[src/hw/shift_settings.svh]
// Shift unit settings
// Operand and shift counter widths shared by the RTL and the testbench

`ifndef SHIFT_SETTINGS_SVH
`define SHIFT_SETTINGS_SVH

// Width of the operand and result
`define SHIFT_XLEN 32

// Width of the shift down counter, enough for amounts 0 to 31
`define SHIFT_CNT_W 5

`endif

[src/hw/shift_pkg.sv]
// Shift unit package
// Opcodes, counter modes and sequencer states of the serial shift unit

`default_nettype none

package shift_pkg;

    // Shift operations on the operand register
    typedef enum logic [1:0] {
        SHIFT_SLL = 2'b00,
        SHIFT_SRL = 2'b01,
        SHIFT_SRA = 2'b10
    } shift_op_e;

    // Counter modes, same bit order as the microcode shift field
    // Bit 1 set means the counter is not loading
    typedef enum logic [1:0] {
        CNT_LOAD_BITS  = 2'b00,
        CNT_LOAD_BYTES = 2'b01,
        CNT_COUNT      = 2'b10,
        CNT_HOLD       = 2'b11
    } cnt_mode_e;

    // Sequencer states
    typedef enum logic [1:0] {
        SEQ_IDLE   = 2'b00,
        SEQ_RUN    = 2'b01,
        SEQ_FINISH = 2'b10
    } seq_state_e;

endpackage

`default_nettype wire

[src/hw/shift_ctrl_if.sv]
// Shift control interface
// Counter mode, load and step strobes between sequencer, counter and datapath

`timescale 1ns/10ps
`default_nettype none

interface shift_ctrl_if;

    // Mode of the shift counter for the current cycle
    shift_pkg::cnt_mode_e cnt_mode;

    // Datapath strobes, load captures operand and opcode, step shifts once
    logic load;
    logic step;

    // Counter reads zero while counting, combinational
    logic lastshift;

    // Same flag one cycle later
    logic rlastshift;

    // Sequencer side
    modport seq (
        output cnt_mode,
        output load,
        output step,
        input  lastshift,
        input  rlastshift
    );

    // Counter side
    modport cnt (
        input  cnt_mode,
        output lastshift,
        output rlastshift
    );

    // Datapath side only needs the two strobes
    modport dp (
        input load,
        input step
    );

endinterface

`default_nettype wire

[src/hw/shift_counter.sv]
// Shift counter
// 5-bit down counter that loads a bit or byte amount, counts down one per
// cycle and flags the last shift, plus a registered copy of that flag

`timescale 1ns/10ps
`default_nettype none

`include "shift_settings.svh"

module shift_counter (
    input  wire                    clk,
    input  wire                    rst_n,
    input  wire [`SHIFT_CNT_W-1:0] b,
    shift_ctrl_if.cnt              ctl
);

    // Current count
    logic [`SHIFT_CNT_W-1:0] cnt_q;
    logic [`SHIFT_CNT_W-1:0] cnt_d;

    // Decrement formed as count plus all ones on one extra bit
    // The top bit is set unless the count was zero, so a clear top bit is the borrow
    logic [`SHIFT_CNT_W:0] dec_sum;
    logic                  borrow;

    assign dec_sum = {1'b0, cnt_q} + {1'b0, {`SHIFT_CNT_W{1'b1}}};
    assign borrow  = ~dec_sum[`SHIFT_CNT_W];

    ////////////////////////////////////////////////////////////////////////////
    // Next count
    ////////////////////////////////////////////////////////////////////////////

    always_comb begin
        case (ctl.cnt_mode)
            shift_pkg::CNT_LOAD_BITS: begin
                cnt_d = b;
            end
            shift_pkg::CNT_LOAD_BYTES: begin
                // Byte amount is b[1:0] times eight, upper bits of b ignored
                cnt_d = {b[1:0], 3'b000};
            end
            shift_pkg::CNT_COUNT: begin
                // Wraps to all ones after zero, the sequencer holds it then
                cnt_d = dec_sum[`SHIFT_CNT_W-1:0];
            end
            default: begin
                cnt_d = cnt_q;
            end
        endcase
    end

    // The load cycle is never the last shift, so only count mode raises it
    assign ctl.lastshift = (ctl.cnt_mode == shift_pkg::CNT_COUNT) & borrow;

    ////////////////////////////////////////////////////////////////////////////
    // Registers
    ////////////////////////////////////////////////////////////////////////////

    always_ff @(posedge clk or negedge rst_n) begin
        if (!rst_n) begin
            cnt_q          <= '0;
            ctl.rlastshift <= 1'b0;
        end else begin
            cnt_q          <= cnt_d;
            ctl.rlastshift <= ctl.lastshift;
        end
    end

endmodule

`default_nettype wire

[src/hw/shift_sequencer.sv]
// Shift sequencer
// FSM that accepts a start, loads the counter, steps the datapath until the
// counter runs out and reports busy and a one-cycle done

`timescale 1ns/10ps
`default_nettype none

module shift_sequencer (
    input  wire       clk,
    input  wire       rst_n,
    input  wire       start,
    input  wire       byte_mode,
    output logic      busy,
    output logic      done,
    shift_ctrl_if.seq ctl
);

    shift_pkg::seq_state_e state_q;
    shift_pkg::seq_state_e state_d;

    ////////////////////////////////////////////////////////////////////////////
    // Next state and strobes
    ////////////////////////////////////////////////////////////////////////////

    always_comb begin
        // Defaults keep the counter still and the datapath idle
        state_d      = state_q;
        ctl.cnt_mode = shift_pkg::CNT_HOLD;
        ctl.load     = 1'b0;
        ctl.step     = 1'b0;

        case (state_q)
            shift_pkg::SEQ_IDLE: begin
                // Start is only looked at here, so a start while busy is lost
                if (start) begin
                    ctl.load     = 1'b1;
                    ctl.cnt_mode = byte_mode ? shift_pkg::CNT_LOAD_BYTES
                                             : shift_pkg::CNT_LOAD_BITS;
                    state_d      = shift_pkg::SEQ_RUN;
                end
            end
            shift_pkg::SEQ_RUN: begin
                // One shift per cycle until the counter reads zero
                ctl.cnt_mode = shift_pkg::CNT_COUNT;
                ctl.step     = ~ctl.lastshift;
                if (ctl.lastshift) begin
                    state_d = shift_pkg::SEQ_FINISH;
                end
            end
            shift_pkg::SEQ_FINISH: begin
                // Registered last shift flag is out this cycle as done
                state_d = shift_pkg::SEQ_IDLE;
            end
            default: begin
                state_d = shift_pkg::SEQ_IDLE;
            end
        endcase
    end

    ////////////////////////////////////////////////////////////////////////////
    // State register
    ////////////////////////////////////////////////////////////////////////////

    always_ff @(posedge clk or negedge rst_n) begin
        if (!rst_n) begin
            state_q <= shift_pkg::SEQ_IDLE;
        end else begin
            state_q <= state_d;
        end
    end

    // Busy covers the count cycles and the done cycle
    assign busy = (state_q != shift_pkg::SEQ_IDLE);

    // Done pulses once, one cycle after the counter hit zero
    assign done = ctl.rlastshift;

endmodule

`default_nettype wire

[src/hw/shift_datapath.sv]
// Shift datapath
// Operand register that captures operand and opcode on load and shifts
// one bit per step, left logical, right logical or right arithmetic

`timescale 1ns/10ps
`default_nettype none

`include "shift_settings.svh"

module shift_datapath (
    input  wire                   clk,
    input  wire                   rst_n,
    input  wire [`SHIFT_XLEN-1:0] a,
    input  shift_pkg::shift_op_e  op,
    output logic [`SHIFT_XLEN-1:0] result,
    shift_ctrl_if.dp              ctl
);

    // Opcode of the running shift, kept stable while busy
    shift_pkg::shift_op_e op_q;

    // Operand being shifted
    logic [`SHIFT_XLEN-1:0] operand_q;
    logic [`SHIFT_XLEN-1:0] shifted;

    ////////////////////////////////////////////////////////////////////////////
    // One-bit shift
    ////////////////////////////////////////////////////////////////////////////

    always_comb begin
        case (op_q)
            shift_pkg::SHIFT_SLL: begin
                shifted = {operand_q[`SHIFT_XLEN-2:0], 1'b0};
            end
            shift_pkg::SHIFT_SRL: begin
                shifted = {1'b0, operand_q[`SHIFT_XLEN-1:1]};
            end
            shift_pkg::SHIFT_SRA: begin
                // Sign bit is repeated into the top
                shifted = {operand_q[`SHIFT_XLEN-1], operand_q[`SHIFT_XLEN-1:1]};
            end
            default: begin
                // Unused opcode leaves the operand unchanged
                shifted = operand_q;
            end
        endcase
    end

    ////////////////////////////////////////////////////////////////////////////
    // Registers
    ////////////////////////////////////////////////////////////////////////////

    always_ff @(posedge clk or negedge rst_n) begin
        if (!rst_n) begin
            op_q <= shift_pkg::SHIFT_SLL;
        end else if (ctl.load) begin
            op_q <= op;
        end
    end

    // Load and step never come in the same cycle
    always_ff @(posedge clk) begin
        if (ctl.load) begin
            operand_q <= a;
        end else if (ctl.step) begin
            operand_q <= shifted;
        end
    end

    // Result holds its value between shifts until the next load
    assign result = operand_q;

endmodule

`default_nettype wire

[src/hw/shift_unit.sv]
// Serial shift unit top level
// Shifts a 32-bit operand by one bit per clock under a 5-bit down counter,
// for a processor core without a barrel shifter

`timescale 1ns/10ps
`default_nettype none

`include "shift_settings.svh"

module shift_unit (
    input  wire                    clk,
    input  wire                    rst_n,
    input  wire                    start,
    input  shift_pkg::shift_op_e   op,
    input  wire                    byte_mode,
    input  wire [`SHIFT_XLEN-1:0]  a,
    input  wire [`SHIFT_CNT_W-1:0] b,
    output wire [`SHIFT_XLEN-1:0]  result,
    output wire                    busy,
    output wire                    done
);

    // Control strobes between the three blocks
    shift_ctrl_if ctl_if ();

    ////////////////////////////////////////////////////////////////////////////
    // Blocks
    ////////////////////////////////////////////////////////////////////////////

    // Accepts start and paces the shift
    shift_sequencer u_sequencer (
        .clk       (clk),
        .rst_n     (rst_n),
        .start     (start),
        .byte_mode (byte_mode),
        .busy      (busy),
        .done      (done),
        .ctl       (ctl_if.seq)
    );

    // Holds the remaining shift amount
    shift_counter u_counter (
        .clk   (clk),
        .rst_n (rst_n),
        .b     (b),
        .ctl   (ctl_if.cnt)
    );

    // Operand register
    shift_datapath u_datapath (
        .clk    (clk),
        .rst_n  (rst_n),
        .a      (a),
        .op     (op),
        .result (result),
        .ctl    (ctl_if.dp)
    );

endmodule

`default_nettype wire

[config.mk]
export PLATFORM = sky130hd
export DESIGN_NAME = shift_unit
export DESIGN_NICKNAME = d
export VERILOG_FILES = /design/src/hw/shift_pkg.sv /design/src/hw/shift_ctrl_if.sv /design/src/hw/shift_counter.sv /design/src/hw/shift_sequencer.sv /design/src/hw/shift_datapath.sv /design/src/hw/shift_unit.sv
export VERILOG_INCLUDE_DIRS = /design/src /design/src/hw
export SDC_FILE = /design/constraint.sdc
export NUM_CORES = 1
export LEC_CHECK = 0
export ABC_AREA = 1
export ABC_CLOCK_PERIOD_IN_PS = 2510
export BUFFER_PORTS_ARGS = -buffer_cell sky130_fd_sc_hd__buf_2
export CAP_MARGIN = 20
export CELL_PAD_IN_SITES_DETAIL_PLACEMENT = 1
export CELL_PAD_IN_SITES_GLOBAL_PLACEMENT = 1
export CORE_ASPECT_RATIO = 1.2
export CORE_MARGIN = 2
export CORE_UTILIZATION = 33
export CTS_BUF_LIST = sky130_fd_sc_hd__clkbuf_16
export CTS_CLUSTER_SIZE = 12
export DETAILED_ROUTE_END_ITERATION = 10
export GPL_TIMING_DRIVEN = 0
export PLACE_DENSITY_LB_ADDON = 0.3
export SLEW_MARGIN = 20
export SYNTH_ARGS = -nofsm -noshare
export SYNTH_HDL_FRONTEND = slang
export SYNTH_HIERARCHICAL = 1
export SYNTH_SLANG_ARGS = --single-unit
[constraint.sdc]
create_clock -name clk -period 2.51 [get_ports clk]
set_input_delay 0.1255 -clock clk [delete_from_list [all_inputs] [get_ports clk]]
set_output_delay 0.1255 -clock clk [all_outputs]
set_load 0.01 [all_outputs]
==> impl_metrics.csv, run 1 <==
group,metric,value,unit
outcome,status,"completed",
logic_synthesis,netlist_area,2600,sq um
critical_path,r2r_start,"u_sequencer/state_q[0]",
die,initial_core_util,34.0,%
route,ant_nets,0,
logic_synthesis,yosys_warnings,6,
timing,finalMaxSlewViolations,0,
critical_path,path_class,"reg2reg",
logic_synthesis,syn_area_per_cell,7.21,sq um
critical_path,worst_ep_arrival_time,2.23,ns
logic_synthesis,synth_nets,411,
die,ios,77,
min_path,hp-class,"in2reg",
power,swShare,46.2,%
timing,finalHoldViolations,0,
place,post-place-ws,-0.216,ns
clock_tree,ctsHtreeMaxLevel,2,
logic_synthesis,ys_types,17,
logic_synthesis,synth.area.top_cells,"edfxtp_1, nand2_1, dfrtp_1, nand3_1, ha_1",
logic_synthesis,yosys.area.top_type,"edfxtp_1",
logic_synthesis,synth-edff-count,32,
power,pwr-share-seq,32.8,%
timing,fin_worst_skew,0.00511,ns
grt,grt_usage,18.0,%
grt,grt_pass1_wl,12600,microns
place,dp.cells,529,
final_layout,syn_to_final_growth,27.1,%
grt,grt_overflow,0,
final_layout,final_nets,498,
power,clkPwrFrac,11.8,%
clock_tree,cts_buffers,5,
timing,finalSetupViolCount,0,
die,dieHeight,101,microns
clock_tree,clock-root-buffer,"clkbuf_16",
place,routabilityCongestion,0.790,
die,core_area,7660,sq um
critical_path,reg2reg_depth,15,
power,worst_ir_drop_vdd,748,uV
power,p_leak,1.75,nW
min_path,hold_path_end,"u_datapath/op_q[1]",
logic_synthesis,synth_seq_cells,42,
logic_synthesis,synthCells,361,
route,avgRoutedWirePerCell,13.6,microns
critical_path,required,2.51,ns
power,switching_power,2.43,mW
die,dieArea,8620,sq um
power,intPower,2.83,mW
logic_synthesis,yosysTopAreaCellShare,36.9,%
route,viasPerCell,4.81,
final_layout,drive_gt1_share,25.4,%
critical_path,rrSetupSlack,0.28,ns
place,io_buffers,76,
logic_synthesis,async_flop_share,23.8,%
critical_path,r2r_end,"u_datapath/result[29]",
logic_synthesis,ys_seq_area_share,46.5,%
logic_synthesis,ys.flop_type,"edfxtp_1",
route,via_count,2602,
clock_tree,clkTransAtPathRegs,0.06,ns
logic_synthesis,synth_common_cells,"nand2_1, nand3_1, edfxtp_1",
die,die_x,85.1,microns
clock_tree,clock_latency,0.28,ns
timing,finalWorstSetupSlack,0.278,ns
grt,antenna_found_initial,0,
timing,tightestPinTransition,0.262,ns
route,drc_errors,0,
grt,grt_max_degree,17,
power,p_comb_share,55.5,%
final_layout,fin_cells,541,
critical_path,cp-end-kind,"flip-flop",
die,num_rows,35,
timing,finalCritPeriodShare,88.9,%
clock_tree,cts_tree,"yes",
final_layout,antenna_cells,0,
run,cap_violations,0,
logic_synthesis,yosysMostFrequentCell,"nand2_1",
power,pwr_density_cell,1590,nW/um^2
place,hpwl,5340,microns
route,drtPass1Iterations,4,
route,drtIter0Drc,68,
route,wl,7380,microns
timing,layout_min_cycle_time,2.23,ns
timing,slew_headroom,82.5,%
critical_path,crit_fanout,8,
min_path,min_path_cells,3,
clock_tree,clock_path_buffers,2,
grt,grt_pass1_vias,2723,
min_path,hp-start,"op[1]",
critical_path,cp-start-kind,"flip-flop",
clock_tree,clkSinkCount,42,
timing,fmax,448,MHz
[kinds of logic (layout without fill, tap and decap cells)]
family,count (synthesis),after routing,share of synthesized area [%]
compound gates,14,14,2.98
xor+xnor,1,1,0.337
fa+ha+maj,7,7,3.37
buf+inv,41,128,7.31
flops,42,42,46.5
simple gates,256,257,39.5
[layout make-up]
type	instances	area (sq um)
inverters	22	82.6
clock buffers	5	125
multi-input cells	279	1220
flip-flops and latches	42	1210
clock inverters	3	11.3
fillers	1025	4360
plain buffers	19	108
well taps	92	115
repair buffers	79	430
[routing by layer]
layer | vias to the layer above | part of all wire [%] | wire, microns | GRT usage [%]
met1 | 1235 | 44 | 3230 | 21.9
met2 | 50 | 51 | 3800 | 33.2
li1 | 1309 | - | - | -
met4 | 0 | 1.2 | 87 | 4.40
met3 | 8 | 3.6 | 266 | 3.10
met5 | - | 0 | 0 | 0
[worst max path at each step]
stage                                      start                    end  slack (ns)  depth (start not counted)
after floorplan           u_sequencer/state_q[1]   u_datapath/result[0]        0.24                         14
after global placement    u_sequencer/state_q[0]  u_datapath/result[16]       -0.18                         14
after detailed placement  u_sequencer/state_q[1]  u_datapath/result[16]       -0.22                         14
after CTS                 u_sequencer/state_q[0]   u_datapath/result[4]        0.05                         14
after global routing      u_sequencer/state_q[1]  u_datapath/result[30]      -0.008                         15
final                     u_sequencer/state_q[0]  u_datapath/result[29]        0.28                         15
[sequential cells by signal, summed over array words and instances (netlist names)]
name                      cells
u_datapath/op_q               2
u_datapath/result            32
u_counter/cnt_q               5
u_sequencer/state_q           2
u_counter/ctl.rlastshift      1
[critical path: stages (launching register included)]
cell and delay (ns):
dfrtp_1 0.42, nor2_4 0.12, nand2_1 0.06, nand2_1 0.11, inv_1 0.06, ha_1 0.23
inv_2 0.09, nor2_1 0.04, nand3_1 0.09, nor2_1 0.06, inv_1 0.07, nand3_1 0.11
inv_1 0.11, o21ai_2 0.10, nand2_2 0.14, buf_12 0.14
[through the flow]
step | util, % | instance area (sq um) | setup TNS [ns] | total power, mW | hold slack (ns)
6_report | 43.2 | 3310 | 0 | 5.26 | 0.0971
5_1_grt | 43.2 | 3310 | -0.0610 | 5.79 | 0.122
4_1_cts | 43.0 | 3300 | 0 | 5.32 | 0.0988
3_5_place_dp | 40.5 | 3100 | -6.65 | 4.51 | 0.00666
3_3_place_gp | 40.5 | 3100 | -5.59 | 4.39 | 0.00105
2_1_floorplan | - | 2610 | 0 | 3.55 | -0.170
[power by group through the flow]
| stage | registers, mW | clock network, mW | logic (mW) |
|---|---|---|---|
| 6_report | 1.72 | 0.618 | 2.92 |
| 5_1_grt | 1.80 | 0.662 | 3.33 |
| 4_1_cts | 1.73 | 0.640 | 2.95 |
| 3_5_place_dp | 1.76 | 0 | 2.75 |
| 3_3_place_gp | 1.74 | 0 | 2.65 |
| 2_1_floorplan | 1.80 | 0 | 1.75 |
[cell usage in the layout, fill, tap and decap left out, types with 5 or more instances in the layout]
cell,synthesis,routed
dfrtp_1,10,10
clkbuf_16,0,5
ha_1,7,7
a21oi_1,7,7
nor2_1,6,6
buf_2,14,90
inv_1,20,22
edfxtp_1,32,32
nand2_1,207,206
nand3_1,37,37
buf_4,5,5
[repair_timing]
| item | 4_1_cts | 5_1_grt |
|---|---|---|
| endpoints found under the setup margin | 31 | 31 |
| pin swaps | 1 | 0 |
| setup buffers | 2 | 0 |
| hold buffers | 1 | 0 |
| endpoints found under the hold margin | 10 | 0 |
| gates cloned | 1 | 0 |
| resized for setup | 1 | 3 |
Note: power is estimated with default switching activity, not from simulation.
==> run 2: changes to the inputs <==
--- a/config.mk
+++ b/config.mk
@@ -6,7 +6,7 @@
 export SDC_FILE = /design/constraint.sdc
 export NUM_CORES = 1
 export LEC_CHECK = 0
-export ABC_AREA = 1
+export ABC_AREA = 0
 export ABC_CLOCK_PERIOD_IN_PS = 2510
 export BUFFER_PORTS_ARGS = -buffer_cell sky130_fd_sc_hd__buf_2
 export CAP_MARGIN = 20
@@ -14,7 +14,7 @@
 export CELL_PAD_IN_SITES_GLOBAL_PLACEMENT = 1
 export CORE_ASPECT_RATIO = 1.2
 export CORE_MARGIN = 2
-export CORE_UTILIZATION = 33
+export CORE_UTILIZATION = 35
 export CTS_BUF_LIST = sky130_fd_sc_hd__clkbuf_16
 export CTS_CLUSTER_SIZE = 12
 export DETAILED_ROUTE_END_ITERATION = 10
==> impl_metrics.csv, run 2 <==
group,metric,value,unit
outcome,status,"completed",
final_layout,layout_commonest_cell,"buf_2",
logic_synthesis,netlist_area,2220,sq um
logic_synthesis,synth.area.mux_share,0.451,%
grt,grt_overflow,0,
clock_tree,clock-root-buffer,"clkbuf_16",
power,intPower,3.06,mW
final_layout,layout_common_cells,"buf_2, edfxtp_1, a22o_1",
critical_path,cp-end-kind,"flip-flop",
die,core_area,6090,sq um
min_path,min_path_cells,3,
grt,antenna_found_initial,0,
timing,holdWs,0.0736,ns
critical_path,r2r_start,"u_sequencer/state_q[0]",
die,ios,77,
logic_synthesis,yosys.area.top_type,"edfxtp_1",
critical_path,max_stage_delay,0.42,ns
logic_synthesis,synthCells,180,
die,num_rows,31,
critical_path,required,2.50,ns
die,die_x,76.7,microns
place,dp.cells,338,
logic_synthesis,synth-compound-area-share,28.2,%
route,wl,5640,microns
power,p_leak,1.52,nW
die,dieArea,7000,sq um
logic_synthesis,synth-edff-count,32,
logic_synthesis,synthXorXnorAreaFrac,0.395,%
grt,grt_pass1_wl,8880,microns
logic_synthesis,yosysTopAreaCellShare,43.3,%
critical_path,crit_fanout,15,
clock_tree,ctsHtreeMaxLevel,2,
critical_path,crit_slowest_cell,"dfrtp_1",
final_layout,fin_cells,350,
logic_synthesis,ys_seq_area_share,54.6,%
power,p_comb_share,52.1,%
logic_synthesis,synth_top_family_by_area,"compound AO/OA/AOI/OAI gates",
logic_synthesis,async_flop_share,23.8,%
run,cap_violations,0,
critical_path,worst_ep_arrival_time,2.31,ns
final_layout,final_nets,317,
clock_tree,cts_tree,"yes",
timing,finalSetupTns,0,ns
grt,grt_usage,15.6,%
place,place_area,2710,sq um
critical_path,path_delay_family,"simple AND/OR/NAND/NOR gates",
power,clkPwrFrac,14.1,%
critical_path,rrSetupSlack,0.19,ns
place,hpwl,4020,microns
timing,fin_worst_skew,0.00503,ns
timing,finalSetupViolCount,0,
die,initial_core_util,36.4,%
final_layout,nFillCells,695,
clock_tree,cts_buffers,5,
clock_tree,clkSinkCount,42,
route,viasPerCell,5.20,
timing,finalHoldViolations,0,
clock_tree,clock_latency,0.28,ns
critical_path,reg2reg_depth,8,
power,swShare,38.4,%
logic_synthesis,synth_seq_cells,42,
final_layout,drive_gt1_share,37.7,%
logic_synthesis,synth_nets,230,
power,worst_ir_drop_vdd,598,uV
logic_synthesis,synth_common_cells,"edfxtp_1, a22o_1, a21o_1",
timing,grt_setup_unrepaired,"false",
timing,finalWorstSetupSlack,0.191,ns
grt,grt_pass1_vias,1801,
timing,slew_headroom,69.0,%
place,routabilityCongestion,0.718,
clock_tree,clkTransAtPathRegs,0.06,ns
critical_path,path_class,"reg2reg",
timing,tightestPinTransition,0.465,ns
power,finalPower,4.97,mW
route,drc_errors,0,
clock_tree,clock_path_buffers,2,
route,avgRoutedWirePerCell,16.1,microns
final_layout,fin_area,2920,sq um
power,pwr-share-seq,33.8,%
logic_synthesis,synth.area.top_cells,"edfxtp_1, a22o_1, dfrtp_1, a21o_1, ha_1",
route,ant_nets,0,
min_path,hold_path_end,"u_datapath/op_q[0]",
timing,layout_min_cycle_time,2.32,ns
critical_path,cp_num_cells,8,
min_path,hp-start,"op[0]",
timing,finalMaxSlewViolations,0,
critical_path,r2r_end,"u_datapath/result[22]",
final_layout,antenna_cells,0,
route,drtIter0Drc,66,
route,via_count,1819,
critical_path,cp_cell_sequence,"o21bai_1 > inv_1 > ha_1 > and3_1 > nor3b_1 > o21ai_2 > nand2b_2 > buf_12",
logic_synthesis,ys.flop_type,"edfxtp_1",
critical_path,cp_num_buf_inv,2,
logic_synthesis,synthAdderAreaFrac,3.95,%
route,drtPass1Iterations,4,
timing,finalCritPeriodShare,92.4,%
logic_synthesis,ys_types,34,
power,switching_power,1.91,mW
critical_path,cp-start-kind,"flip-flop",
final_layout,largest_reg_flops,32,
die,dieHeight,91.2,microns
logic_synthesis,synthSimpleGateAreaFrac,7.95,%
min_path,hp-class,"in2reg",
logic_synthesis,yosysMostFrequentCell,"edfxtp_1",
logic_synthesis,yosys_warnings,6,
final_layout,fin_util,48.0,%
power,pwr_density_cell,1700,nW/um^2
place,io_buffers,76,
place,post-place-ws,-0.127,ns
final_layout,syn_to_final_growth,31.7,%
timing,fmax,431,MHz
logic_synthesis,syn_area_per_cell,12.3,sq um
grt,grt_max_degree,32,
==> run 2: cell count changes after synthesis, moves of 6 or more <==
cell / previous run / this run
a21o_1: 0 / 29
a22o_1: 0 / 31
buf_2: 14 / 8
inv_1: 20 / 8
nand2_1: 207 / 5
nand3_1: 37 / 0
==> run 2: power by group through the flow <==
stage	sequential [mW]	combinational [mW]	clock, mW
2_1_floorplan	1.78	1.57	0
3_3_place_gp	1.71	2.37	0
3_5_place_dp	1.71	2.41	0
4_1_cts	1.70	2.46	0.730
5_1_grt	1.73	2.83	0.753
6_report	1.68	2.59	0.703
==> run 2: per-layer routing <==
metal | GRT usage, % | up-vias | share of wire, %
li1 | - | 869 | -
met3 | 2.88 | 6 | 4.0
met1 | 20.6 | 893 | 45
met2 | 26.4 | 51 | 50
met5 | 0 | - | 0
met4 | 4.09 | 0 | 0.97
==> run 2: logic make-up (layout without fill, tap and decap cells) <==
| logic type | Yosys count | in the layout |
|---|---|---|
| mux | 1 | 1 |
| fa+ha+maj | 7 | 7 |
| compound gates | 79 | 79 |
| simple gates | 29 | 31 |
| xor+xnor | 1 | 1 |
| buf+inv | 21 | 107 |
| flops | 42 | 42 |
==> run 2: worst max-delay path by stage <==
stage	to	slack, ns	startpoint
floorplan	u_datapath/result[0]	0.28	u_sequencer/state_q[0]
global placement	u_datapath/result[6]	-0.1	u_sequencer/state_q[0]
detailed placement	u_datapath/result[13]	-0.13	u_sequencer/state_q[0]
CTS	u_datapath/result[7]	0.03	u_sequencer/state_q[0]
global route	u_datapath/result[22]	0.02	u_sequencer/state_q[0]
finish	u_datapath/result[22]	0.19	u_sequencer/state_q[0]
==> run 2: worst min-delay path: stages <==
cell	delay [ns]
buf_2	0.08
nand2_1	0.04
o21ai_1	0.06
==> run 2: timing repair <==
action / CTS / global route
setup endpoints to repair: 31 / 31
hold buffers: 1 / 0
gates resized for setup: 1 / 2
buffers inserted: 0 / 1
gates cloned: 0 / 2
endpoints found under the hold margin: 10 / 0
==> run 2: final cells by class <==
class / instances / area (sq um) / share of cell area [%]
plain buffers: 13 / 70.1 / 2.40
clock buffers: 5 / 125 / 4.28
clock inverters: 3 / 37.5 / 1.28
inverters: 8 / 30.0 / 1.03
multi-input cells: 119 / 937 / 32.0
flip-flops and latches: 42 / 1210 / 41.4
well taps: 82 / 103 / 3.51
repair buffers: 78 / 410 / 14.0
